**src/dw_pkg.sv**
```systemverilog
// Sizes are fixed for an 8-PE array of 4-lane 8-bit weights; widths below must change together
package dw_pkg;

    // ==============================
    // Array sizes
    // ==============================

    // Number of PE weight banks
    localparam int NUM_PEC    = 8;
    // Width of a PE index
    localparam int PEC_ID_W   = 3;
    // Lanes per weight word and lane width
    localparam int WEI_LANES  = 4;
    localparam int LANE_W     = 8;
    // Weight slots per PE bank
    localparam int WEI_DEPTH  = 4;
    localparam int SLOT_W     = 2;
    // Global buffer depth and pointer width
    localparam int GBUF_DEPTH = 16;
    localparam int GBUF_AW    = 4;

    // ==============================
    // Payload types
    // ==============================

    // One raw weight word, lane 0 in the low byte
    typedef struct packed {
        logic [WEI_LANES-1:0][LANE_W-1:0] lane;
    } wei_word_t;

    // Sparsity flags, set bit marks a nonzero lane
    typedef struct packed {
        logic [WEI_LANES-1:0] mask;
    } wei_flag_t;

    // Decoded word as carried through the fetch pipeline
    typedef struct packed {
        logic      vld;
        wei_word_t word;
    } wei_dec_t;

    // Weight controller states
    typedef enum logic [2:0] {
        ST_IDLE   = 3'b000,
        ST_WAIT   = 3'b001,
        ST_PRE1   = 3'b100,
        ST_PRE2   = 3'b101,
        ST_PRE3   = 3'b111,
        ST_GETWEI = 3'b010
    } ctrl_state_e;

endpackage

```
**src/wei_gbuf.sv**
```systemverilog
// Show-ahead FIFO of GBUF_DEPTH entries; writes while full are dropped, pops while empty ignored
`timescale 1ns/10ps

module wei_gbuf #(
    parameter type payload_t = dw_pkg::wei_word_t
) (
    input  logic     clk,
    input  logic     rst_n,
    input  logic     wr_en,
    input  payload_t wr_data,
    input  logic     pop,
    output payload_t head,
    output logic     not_empty,
    output logic     full
);

    // ==============================
    // Storage and pointers
    // ==============================

    payload_t                   mem [dw_pkg::GBUF_DEPTH];
    logic [dw_pkg::GBUF_AW-1:0] wr_ptr;
    logic [dw_pkg::GBUF_AW-1:0] rd_ptr;
    // One extra bit so a full buffer is distinct from an empty one
    logic [dw_pkg::GBUF_AW:0]   count;
    logic                       do_push;
    logic                       do_pop;

    // Qualified strobes
    assign do_push = wr_en && !full;
    assign do_pop  = pop && not_empty;

    // Status flags
    assign not_empty = (count != '0);
    assign full      = (count == (dw_pkg::GBUF_AW + 1)'(dw_pkg::GBUF_DEPTH));

    // Head entry visible before the pop
    assign head = mem[rd_ptr];

    // Entry write
    always_ff @(posedge clk) begin
        if (do_push) begin
            mem[wr_ptr] <= wr_data;
        end
    end

    // Pointers wrap naturally, depth is a power of two
    always_ff @(posedge clk or negedge rst_n) begin
        if (!rst_n) begin
            wr_ptr <= '0;
            rd_ptr <= '0;
        end else begin
            if (do_push) begin
                wr_ptr <= wr_ptr + 1'b1;
            end
            if (do_pop) begin
                rd_ptr <= rd_ptr + 1'b1;
            end
        end
    end

    // Occupancy, simultaneous push and pop leave it unchanged
    always_ff @(posedge clk or negedge rst_n) begin
        if (!rst_n) begin
            count <= '0;
        end else begin
            case ({do_push, do_pop})
                2'b10:   count <= count + 1'b1;
                2'b01:   count <= count - 1'b1;
                default: count <= count;
            endcase
        end
    end

endmodule

```
**src/wei_fetch_pipe.sv**
```systemverilog
// Advances only on pls_fetch; inputs must be valid whenever pls_fetch fires, fnh_frm flushes all
`timescale 1ns/10ps

module wei_fetch_pipe (
    input  logic              clk,
    input  logic              rst_n,
    input  logic              pls_fetch,
    input  logic              fnh_frm,
    input  dw_pkg::wei_word_t in_word,
    input  dw_pkg::wei_flag_t in_flag,
    output dw_pkg::wei_word_t dist_word,
    output logic              dist_rdy
);

    // Stage 1 keeps raw word and flags apart
    logic              s1_vld;
    dw_pkg::wei_word_t s1_word;
    dw_pkg::wei_flag_t s1_flag;
    // Stages 2 and 3 hold decoded words
    dw_pkg::wei_dec_t  s2_dec;
    dw_pkg::wei_dec_t  s3_dec;

    // Zero every lane whose flag bit is clear
    function automatic dw_pkg::wei_word_t zero_lanes(
        input dw_pkg::wei_word_t w,
        input dw_pkg::wei_flag_t f
    );
        dw_pkg::wei_word_t r;
        for (int i = 0; i < dw_pkg::WEI_LANES; i++) begin
            r.lane[i] = f.mask[i] ? w.lane[i] : '0;
        end
        return r;
    endfunction

    // ==============================
    // Stage 1, capture buffer heads
    // ==============================
    always_ff @(posedge clk or negedge rst_n) begin
        if (!rst_n) begin
            s1_vld  <= 1'b0;
            s1_word <= '0;
            s1_flag <= '0;
        end else if (fnh_frm) begin
            s1_vld <= 1'b0;
        end else if (pls_fetch) begin
            // Fetch only fires with both heads present
            s1_vld  <= 1'b1;
            s1_word <= in_word;
            s1_flag <= in_flag;
        end
    end

    // ==============================
    // Stage 2, sparse decode
    // ==============================
    always_ff @(posedge clk or negedge rst_n) begin
        if (!rst_n) begin
            s2_dec <= '0;
        end else if (fnh_frm) begin
            s2_dec.vld <= 1'b0;
        end else if (pls_fetch) begin
            s2_dec.vld  <= s1_vld;
            s2_dec.word <= zero_lanes(s1_word, s1_flag);
        end
    end

    // ==============================
    // Stage 3, output register
    // ==============================
    always_ff @(posedge clk or negedge rst_n) begin
        if (!rst_n) begin
            s3_dec <= '0;
        end else if (fnh_frm) begin
            s3_dec.vld <= 1'b0;
        end else if (pls_fetch) begin
            s3_dec <= s2_dec;
        end
    end

    // Word offered to the PE banks
    assign dist_word = s3_dec.word;
    assign dist_rdy  = s3_dec.vld;

endmodule

```
**src/wei_ctrl.sv**
```systemverilog
// Serves PEs from NUM_PEC-1 down to 0 then wraps; no exit to IDLE once a frame has started
`timescale 1ns/10ps

module wei_ctrl (
    input  logic                      clk,
    input  logic                      rst_n,
    input  logic                      sta,
    input  logic                      wei_val,
    input  logic                      dist_rdy,
    input  logic [dw_pkg::NUM_PEC-1:0] get_wei,
    input  logic                      fnh_frm,
    output logic [dw_pkg::NUM_PEC-1:0] rdy_wei,
    output logic                      pls_fetch
);

    dw_pkg::ctrl_state_e         state;
    dw_pkg::ctrl_state_e         next_state;
    // PE currently being served
    logic [dw_pkg::PEC_ID_W-1:0] pe_ptr;
    // Fetch sources
    logic                        pre_fetch;
    logic                        hand_fetch;
    // Raise a ready bit next edge
    logic                        set_rdy;

    // ==============================
    // State machine
    // ==============================
    always_comb begin
        next_state = state;
        case (state)
            dw_pkg::ST_IDLE: begin
                if (sta) begin
                    next_state = dw_pkg::ST_WAIT;
                end
            end
            // Each prefetch step needs both buffer heads
            dw_pkg::ST_WAIT: begin
                if (wei_val) begin
                    next_state = dw_pkg::ST_PRE1;
                end
            end
            dw_pkg::ST_PRE1: begin
                if (wei_val) begin
                    next_state = dw_pkg::ST_PRE2;
                end
            end
            dw_pkg::ST_PRE2: begin
                if (wei_val) begin
                    next_state = dw_pkg::ST_PRE3;
                end
            end
            // Pipeline primed, stage 3 now valid
            dw_pkg::ST_PRE3: begin
                next_state = dw_pkg::ST_GETWEI;
            end
            // New frame restarts the prefetch
            dw_pkg::ST_GETWEI: begin
                if (fnh_frm) begin
                    next_state = dw_pkg::ST_WAIT;
                end
            end
            default: begin
                next_state = dw_pkg::ST_IDLE;
            end
        endcase
    end

    always_ff @(posedge clk or negedge rst_n) begin
        if (!rst_n) begin
            state <= dw_pkg::ST_IDLE;
        end else begin
            state <= next_state;
        end
    end

    // ==============================
    // Fetch pulse
    // ==============================

    // One pulse on each of the three prefetch transitions
    assign pre_fetch = wei_val && (state == dw_pkg::ST_WAIT ||
                                   state == dw_pkg::ST_PRE1 ||
                                   state == dw_pkg::ST_PRE2);

    // Bank takes the word in the ready cycle, so fetch follows get directly
    assign hand_fetch = (|rdy_wei) && (|get_wei) && wei_val;

    assign pls_fetch = pre_fetch || hand_fetch;

    // ==============================
    // PE pointer and ready bits
    // ==============================

    // Descending pointer, steps only on a hand-out
    always_ff @(posedge clk or negedge rst_n) begin
        if (!rst_n) begin
            pe_ptr <= dw_pkg::PEC_ID_W'(dw_pkg::NUM_PEC - 1);
        end else if (fnh_frm) begin
            pe_ptr <= dw_pkg::PEC_ID_W'(dw_pkg::NUM_PEC - 1);
        end else if (hand_fetch && state == dw_pkg::ST_GETWEI) begin
            if (pe_ptr == '0) begin
                pe_ptr <= dw_pkg::PEC_ID_W'(dw_pkg::NUM_PEC - 1);
            end else begin
                pe_ptr <= pe_ptr - 1'b1;
            end
        end
    end

    // Next word must stay available, hand-out pops it
    assign set_rdy = (state == dw_pkg::ST_GETWEI) && dist_rdy && wei_val && !(|rdy_wei);

    // One-hot ready bits, cleared on get or frame finish
    always_ff @(posedge clk or negedge rst_n) begin
        if (!rst_n) begin
            rdy_wei <= '0;
        end else if ((|get_wei) || fnh_frm) begin
            rdy_wei <= '0;
        end else if (set_rdy) begin
            rdy_wei <= dw_pkg::NUM_PEC'(1) << pe_ptr;
        end
    end

endmodule

```
**src/pe_wei_bank.sv**
```systemverilog
// Each bank takes at most WEI_DEPTH words per frame; further ready bits stall until fnh_frm
`timescale 1ns/10ps

module pe_wei_bank (
    input  logic                        clk,
    input  logic                        rst_n,
    input  logic [dw_pkg::NUM_PEC-1:0]  rdy_wei,
    input  logic                        fnh_frm,
    input  dw_pkg::wei_word_t           dist_word,
    output logic [dw_pkg::NUM_PEC-1:0]  get_wei,
    input  logic [dw_pkg::PEC_ID_W-1:0] rd_pe,
    input  logic [dw_pkg::SLOT_W-1:0]   rd_addr,
    output dw_pkg::wei_word_t           rd_data
);

    // Weight register files, one row per PE
    dw_pkg::wei_word_t         mem [dw_pkg::NUM_PEC][dw_pkg::WEI_DEPTH];
    // Write slot counters, extra bit marks a full bank
    logic [dw_pkg::SLOT_W:0]   wr_cnt [dw_pkg::NUM_PEC];
    logic [dw_pkg::NUM_PEC-1:0] slot_free;

    // ==============================
    // Per-PE write side
    // ==============================
    for (genvar p = 0; p < dw_pkg::NUM_PEC; p++) begin : g_pe

        assign slot_free[p] = (wr_cnt[p] < (dw_pkg::SLOT_W + 1)'(dw_pkg::WEI_DEPTH));

        // Get mirrors ready when a slot is left
        assign get_wei[p] = rdy_wei[p] && slot_free[p];

        // Store at the current slot
        always_ff @(posedge clk) begin
            if (get_wei[p]) begin
                mem[p][wr_cnt[p][dw_pkg::SLOT_W-1:0]] <= dist_word;
            end
        end

        // Slot advance, frame finish rewinds
        always_ff @(posedge clk or negedge rst_n) begin
            if (!rst_n) begin
                wr_cnt[p] <= '0;
            end else if (fnh_frm) begin
                wr_cnt[p] <= '0;
            end else if (get_wei[p]) begin
                wr_cnt[p] <= wr_cnt[p] + 1'b1;
            end
        end

    end

    // ==============================
    // Read port
    // ==============================

    // Combinational readout of any slot
    assign rd_data = mem[rd_pe][rd_addr];

endmodule

```
**src/wei_dist_top.sv**
```systemverilog
// Both buffers share wr_en and stay in step; buf_full drops writes, trailing 3 words stay unsent
`timescale 1ns/10ps

module wei_dist_top (
    input  logic                        clk,
    input  logic                        rst_n,
    input  logic                        sta,
    input  logic                        fnh_frm,
    input  logic                        wr_en,
    input  dw_pkg::wei_word_t           wr_word,
    input  dw_pkg::wei_flag_t           wr_flag,
    output logic                        buf_full,
    input  logic [dw_pkg::PEC_ID_W-1:0] rd_pe,
    input  logic [dw_pkg::SLOT_W-1:0]   rd_addr,
    output dw_pkg::wei_word_t           rd_data
);

    // Buffer heads and status
    dw_pkg::wei_word_t          word_head;
    dw_pkg::wei_flag_t          flag_head;
    logic                       word_ne;
    logic                       flag_ne;
    logic                       word_full;
    logic                       flag_full;
    logic                       wei_val;
    // Pipeline and controller links
    logic                       pls_fetch;
    logic                       dist_rdy;
    dw_pkg::wei_word_t          dist_word;
    logic [dw_pkg::NUM_PEC-1:0] rdy_wei;
    logic [dw_pkg::NUM_PEC-1:0] get_wei;

    // Next word present in both buffers
    assign wei_val  = word_ne && flag_ne;
    assign buf_full = word_full || flag_full;

    // ==============================
    // Global buffers
    // ==============================
    wei_gbuf #(
        .payload_t (dw_pkg::wei_word_t)
    ) word_gbuf_inst (
        .clk       (clk),
        .rst_n     (rst_n),
        .wr_en     (wr_en),
        .wr_data   (wr_word),
        .pop       (pls_fetch),
        .head      (word_head),
        .not_empty (word_ne),
        .full      (word_full)
    );

    wei_gbuf #(
        .payload_t (dw_pkg::wei_flag_t)
    ) flag_gbuf_inst (
        .clk       (clk),
        .rst_n     (rst_n),
        .wr_en     (wr_en),
        .wr_data   (wr_flag),
        .pop       (pls_fetch),
        .head      (flag_head),
        .not_empty (flag_ne),
        .full      (flag_full)
    );

    // ==============================
    // Fetch, control and banks
    // ==============================
    wei_fetch_pipe wei_fetch_pipe_inst (
        .clk       (clk),
        .rst_n     (rst_n),
        .pls_fetch (pls_fetch),
        .fnh_frm   (fnh_frm),
        .in_word   (word_head),
        .in_flag   (flag_head),
        .dist_word (dist_word),
        .dist_rdy  (dist_rdy)
    );

    wei_ctrl wei_ctrl_inst (
        .clk       (clk),
        .rst_n     (rst_n),
        .sta       (sta),
        .wei_val   (wei_val),
        .dist_rdy  (dist_rdy),
        .get_wei   (get_wei),
        .fnh_frm   (fnh_frm),
        .rdy_wei   (rdy_wei),
        .pls_fetch (pls_fetch)
    );

    pe_wei_bank pe_wei_bank_inst (
        .clk       (clk),
        .rst_n     (rst_n),
        .rdy_wei   (rdy_wei),
        .fnh_frm   (fnh_frm),
        .dist_word (dist_word),
        .get_wei   (get_wei),
        .rd_pe     (rd_pe),
        .rd_addr   (rd_addr),
        .rd_data   (rd_data)
    );

endmodule

```
**config.mk**
```make
export PLATFORM = sky130hd
export DESIGN_NAME = wei_dist_top
export DESIGN_NICKNAME = d
export VERILOG_FILES = /design/src/dw_pkg.sv /design/src/wei_gbuf.sv /design/src/wei_fetch_pipe.sv /design/src/wei_ctrl.sv /design/src/pe_wei_bank.sv /design/src/wei_dist_top.sv
export SDC_FILE = /design/constraint.sdc
export NUM_CORES = 2
export LEC_CHECK = 0
export BUFFER_PORTS_ARGS = -buffer_cell sky130_fd_sc_hd__buf_2
export CAP_MARGIN = 20
export CORE_MARGIN = 2
export CORE_UTILIZATION = 50
export DETAILED_ROUTE_END_ITERATION = 10
export GPL_TIMING_DRIVEN = 0
export PLACE_DENSITY = 0.68
export SLEW_MARGIN = 20
export SYNTH_ARGS = -nofsm -noshare
export SYNTH_HDL_FRONTEND = slang
export SYNTH_SLANG_ARGS = --single-unit
```
**constraint.sdc**
```tcl
create_clock -name clk -period 3.84 [get_ports clk]
set_input_delay 0.384 -clock clk [delete_from_list [all_inputs] [get_ports clk]]
set_output_delay 0.384 -clock clk [all_outputs]
set_load 0.02 [all_outputs]
```
======== Word level (Yosys, flattened, before mapping) ========
Memories as Yosys holds them, arrays and structs flattened. A register that Yosys moved wholly into a read port is not among the register bits.
Cells that the tools add are included.
word-level totals
  flip-flop bits (word level) ............. 131
  RAM bits ................................ 1600
  output and inout port bits .............. 33
  word-level logic and storage cells ...... 237
  memories ................................ 3
memories
  name                  words  width  read ports  clocked after memory_dff  wr ports  line               text
  pe_wei_bank_inst.mem  8      128    1           0                         8         pe_wei_bank.sv:17  dw_pkg::wei_word_t mem [dw_pkg::NUM_PEC][dw_pkg::WEI_DEPTH];
  word_gbuf_inst.mem    16     32     1           1                         1         wei_gbuf.sv:21     payload_t mem [dw_pkg::GBUF_DEPTH];
  flag_gbuf_inst.mem    16     4      1           1                         1         wei_gbuf.sv:21
operators by class
  add/sub/neg operators ................... 17
  order comparisons ....................... 25
  equality and inequality tests ........... 16
  shift-type cells ........................ 1
  muxes and demuxes ....................... 78
  bitwise logic cells ..................... 10
  reductions and logical operators ........ 59
operators by type and width
  operator                                                   count
  2-to-1 mux 128 bit                                         8
  demux 32 bit (select 2 bit)                                8
  2-to-1 mux 32 bit                                          10
  2-to-1 mux 3 bit                                           24
  2-to-1 mux 33 bit                                          2
  binary-select mux 32 bit (select 2 bit)                    1
  2-to-1 mux 8 bit                                           6
  logical AND 1 bit                                          28
  greater-or-equal comparator 3 bit (second input constant)  9
  NOT 2 -> 3 bit                                             9
  nonzero test 2 bit                                         13
  adder 3 x 1 -> 3 bit (second input constant)               8
  < comparator 3 x 1 -> 1 bit (second input constant)        8
  < comparator 3 bit (second input constant)                 8
  case mux 5 bit (2 select lines)                            2
  case mux 3 bit (6 select lines)                            1
  adder 4 x 1 -> 4 bit (second input constant)               4
  2-to-1 mux 1 bit                                           16
  OR reduction 8 bit                                         2
  adder 5 x 1 -> 5 bit (second input constant)               2
  equality test 5 bit (second input constant)                2
  nonzero test 5 bit                                         2
  subtractor 5 x 1 -> 5 bit (second input constant)          2
  equality test 3 bit (second input constant)                3
  other kinds (14)                                           28

======== Longest topological paths before layout ========
  depth in word-level cells ............... 9
  gate-level depth with buffers ........... 13
  mapped depth without buffers ............ 12

======== Modules after synthesis ========
A second synthesis with hierarchy kept.
unflattened totals
  cells, all modules ...................... 3939
  area, all modules ....................... 70236.1 um2
modules (own cells, without submodules)
  module                     times used  cells each  area an instance (um2)  sequential area each (um2)
  pe_wei_bank                1           2360        41275.8                 31350.1
  wei_gbuf (word_gbuf_inst)  1           1007        20410.8                 15700.1
  wei_fetch_pipe             1           289         4416.7                  2577.5
  wei_gbuf (flag_gbuf_inst)  1           204         3319.4                  2247.2
  wei_ctrl                   1           77          800.8                   354.1
  wei_dist_top               1           2           12.5                    0.0

======== Worst setup path after synthesis ========
No wires, ideal clock.
  kind .................................... register -> register
  from .................................... register word_gbuf_inst.count[0] in the netlist's numbering
  to ...................................... memory word_gbuf_inst.mem[3][0] in the netlist's numbering, enable pin
  arrival time ............................ 3286 ps
  data required time ...................... 3379 ps
  setup slack ............................. 93 ps
  stages on the path, launching flop included .. 7
  buffers on the path ..................... 1
  period minus slack after synthesis ...... 3747 ps
  cell sequence ........................... dfrtp_1 -> nor4_1 -> nand2_1 -> and2_1 -> clkbuf_1 -> nand2_1 -> nor3_1
on the way
  cells in the longest elaborated chain, start to end .. 5
RTL lines
  element                                 line            text
  start, declared                         wei_gbuf.sv:25  logic [dw_pkg::GBUF_AW:0] count;
  start signal, assigned                  wei_gbuf.sv:68  2'b10: count <= count + 1'b1;
  start signal, assigned                  wei_gbuf.sv:69  2'b01: count <= count - 1'b1;
  start signal, assigned                  wei_gbuf.sv:70  default: count <= count;
  equality test 5 bit                     wei_gbuf.sv:35  assign full = (count == (dw_pkg::GBUF_AW + 1)'(dw_pkg::GBUF_DEPTH));
  zero test 1 bit                         wei_gbuf.sv:30  assign do_push = wr_en && !full;
  logical AND 1 bit                       wei_gbuf.sv:30
  2-to-1 mux 1 bit                        wei_gbuf.sv:42  if (do_push) begin
  2-to-1 mux 1 bit (implied by the code)  wei_gbuf.sv:43  mem[wr_ptr] <= wr_data;
  end, declared                           wei_gbuf.sv:21
No other way between the ends.

==> flow_summary.ini <==
[worst_setup_path]
reg2reg_to = word_gbuf_inst.count[4]$_DFFE_PN0P_
crit_fanout = 10
reg2regPathDepth = 12
crit_required_ns = 3.46
end_kind = primary output
max_stage_delay_ns = 0.69
startpoint_type = input pin
cp.arrival_ns = 3.31
r2r-start = wei_ctrl_inst.rdy_wei[1]$_DFFE_PN0P_
cp_slowest_cell = clkbuf_1
path_class = input pin to primary output
reg2reg_slack_ns = 0.22
crit_chain = buf_2 -> clkbuf_1 -> clkbuf_1 -> mux4_2 -> o22ai_1 -> a211oi_2 -> buf_2

[die]
coreArea_um2 = 135000
die_y_um = 373
die_w_um = 373
initial_core_util_pct = 50.3
io_pins = 79
dieArea_um2 = 139000
rows = 135

[global_route]
grt.total_usage_pct = 22.9
grt_pass1_wl_mm = 232
use_met2_pct = 38.9
grt_remaining_overflow = 0
grtUsageMet3_pct = 3.69
grt_pass1_vias = 34955
grt-busiest-layer = met2
grt_max_degree = 87
grtUsageMet1_pct = 30.4
grt_antenna_before_repair = 3

[yosys]
synth_warnings = 0
synth_seq_area_share_pct = 76.8
netlist_top_cells_area = edfxtp_1, mux4_2, dfrtp_1
yosys.area.top_type = edfxtp_1
synth_nets = 3587
netlist_area_um2 = 68000
synth-seq-cells = 1767
synth_top_area_share_pct = 70.7
netlist-cell-type-count = 56
avgSynthCellArea_um2 = 19.5
syn-instance-count = 3484

[sta]
finalSetupViolCount = 0
clock_skew_ns = 0.0394
hold_ws_ns = 0.148
worst_slack_ns = 0.144
fin_tns_setup_ns = 0
hold_viol = 0
slew_headroom_pct = 24.9
worstMarginPinSlew_ns = 1.13
slew_viol_final = 0
period_share_pct = 96.3
period_minus_slack_ns = 3.70
maxClockFrequency_mhz = 271

[cts]
cts_buffers = 174
cts_setup_buffers = 0
clock-root-buffer = clkbuf_16
clkSlewWorstSetupHoldPaths_ns = 0.06
htreeDepth = 4
clockBufferDepth = 3
cts_tree = done
cts_num_sinks = 1767
clk_latency_ns = 0.82

[route]
vias_per_cell = 5.96
finalWirelength_mm = 158
postRouteAntennaNets = 0
drt-initial-drc-count = 3448
wl_per_cell_um = 27.5
drc = 0
vias = 34315
first_pass_iters = 8

[hold_path]
holdCritPathClass = input pin to asynchronous set/reset pin

[placed_design]
dp_slack_ns = -0.222
io_buffers = 75
dp.final_hpwl_mm = 102
dpl_cell_area_um2 = 71900
place_congestion = 0.766
post-place-cells = 5398

[final_layout]
fin_cells = 5756
syn_to_final_growth_pct = 14.5
fillers = 9901
design_area_um2 = 77800
drive_gt1_share_pct = 20.8
utilization_pct = 57.6
nets = 3937

[power]
p_leak_nw = 26.5
ir_worst_vdd_mv = 0.495
total_power_mw = 50.1
power_density_nw_per_um2 = 644

[outcome]
status = completed

[flow_run]
drv_cap = 0
## synth_stat cells (all sizes together)
cell type	number
a221oi	32
mux2i	292
and2	35
mux2	99
nand4b	1
nand3b	3
xnor2	23
and3b	4
inv	30
or2	2
buf	86
clkbuf	113
o22a	1
o21ai	78
a21boi	1
dfrtp	164
nand4	8
a311o	1
nor2b	11
dfstp	3
nand2b	4
or3b	1
or4	3
edfxtp	1600
mux4	224
o32ai	1
nor3	12
nor2	65
ha	55
a31oi	3
o21a	8
fa	2
xor2	7
o211ai	1
or3	1
nor4	7
o22ai	129
a21oi	22
nand3	35
a211oi	65
nand2	129
and3	2
a22oi	112
nor3b	6
a21o	3
## per-layer routing
layer,vias to the layer above,wire (um)
met2,1247,80200
met3,257,10400
met1,17955,63500
met4,0,4220
li1,14856,-
met5,-,0
## cell usage in the layout (no fill, tap or decap), drive strengths merged, types with 69 or more instances in the layout
cell,instances
mux4,224
edfxtp,1600
o21ai,78
mux2i,292
clkbuf,334
nand2,129
mux2,99
clkinv,69
dfrtp,164
a22oi,112
o22ai,129
buf,219
## layout make-up
type	count	area, um2	area share [%]
buffer	199	922	1.18
tap	1781	2230	2.86
clock inverter	93	863	1.11
sequential	1767	52200	67.1
inverter	30	113	0.145
clock buffer	220	4570	5.87
multi-input combinational	1488	14900	19.2
timing repair buffer	174	1930	2.48
antenna	4	10.0	0.0129
## where the power goes
part           total [mW]  switching [mW]  internal (mW)
clock network        16.4            7.07           9.30
logic                8.59            5.42           3.17
registers            25.1            1.64           23.5
total                50.1            14.1           36.0
## worst max path at each step
stage,from,endpoint,depth (start not counted)
floorplan,word_gbuf_inst.count[0]$_DFFE_PN0P_,word_gbuf_inst.mem[3][0]$_DFFE_PP_,6
global placement,word_gbuf_inst.count[0]$_DFFE_PN0P_,word_gbuf_inst.mem[2][22]$_DFFE_PP_,6
detailed placement,wei_ctrl_inst.rdy_wei[4]$_DFFE_PN0P_,word_gbuf_inst.count[4]$_DFFE_PN0P_,13
CTS,rd_pe[0],rd_data[10],9
global route,wei_ctrl_inst.rdy_wei[4]$_DFFE_PN0P_,word_gbuf_inst.count[4]$_DFFE_PN0P_,12
finish,rd_pe[1],rd_data[14],7
## worst max-delay path, delay by kind of cell
kind / cells / cell delay [ns]
buffers and inverters: 4 / 1.84
AOI/OAI and AO/OA: 2 / 0.73
muxes: 1 / 0.34
## cells by family after synthesis
| group | synth area share (%) |
|---|---|
| DFF | 76.8 |
| muxes | 13.4 |
| AOI/OAI and AO/OA | 4.52 |
| and+or+nand+nor | 2.31 |
| buffers and inverters | 1.50 |
| adders and majority gates | 1.07 |
| xor gates and xnor gates | 0.387 |
## repair_timing
item | CTS | global route
hold buffers | 39 | 0
resized for setup | 11 | 5
hold endpoints to repair | 656 | 0
setup endpoints to repair | 7 | 4
## flip-flops by register name, indices dropped and copies added (netlist names), 3 cells and up
signal	cells
pe_wei_bank_inst.mem	1024
word_gbuf_inst.mem	512
flag_gbuf_inst.mem	64
wei_fetch_pipe_inst.s2_dec	33
wei_fetch_pipe_inst.dist_word	32
wei_fetch_pipe_inst.s1_word	32
pe_wei_bank_inst.wr_cnt	24
wei_ctrl_inst.rdy_wei	8
flag_gbuf_inst.count	5
word_gbuf_inst.count	5
flag_gbuf_inst.rd_ptr	4
flag_gbuf_inst.wr_ptr	4
wei_fetch_pipe_inst.s1_flag	4
word_gbuf_inst.rd_ptr	4
word_gbuf_inst.wr_ptr	4
wei_ctrl_inst.pe_ptr	3
wei_ctrl_inst.state	3
Note: power is estimated with default switching activity, not from simulation.
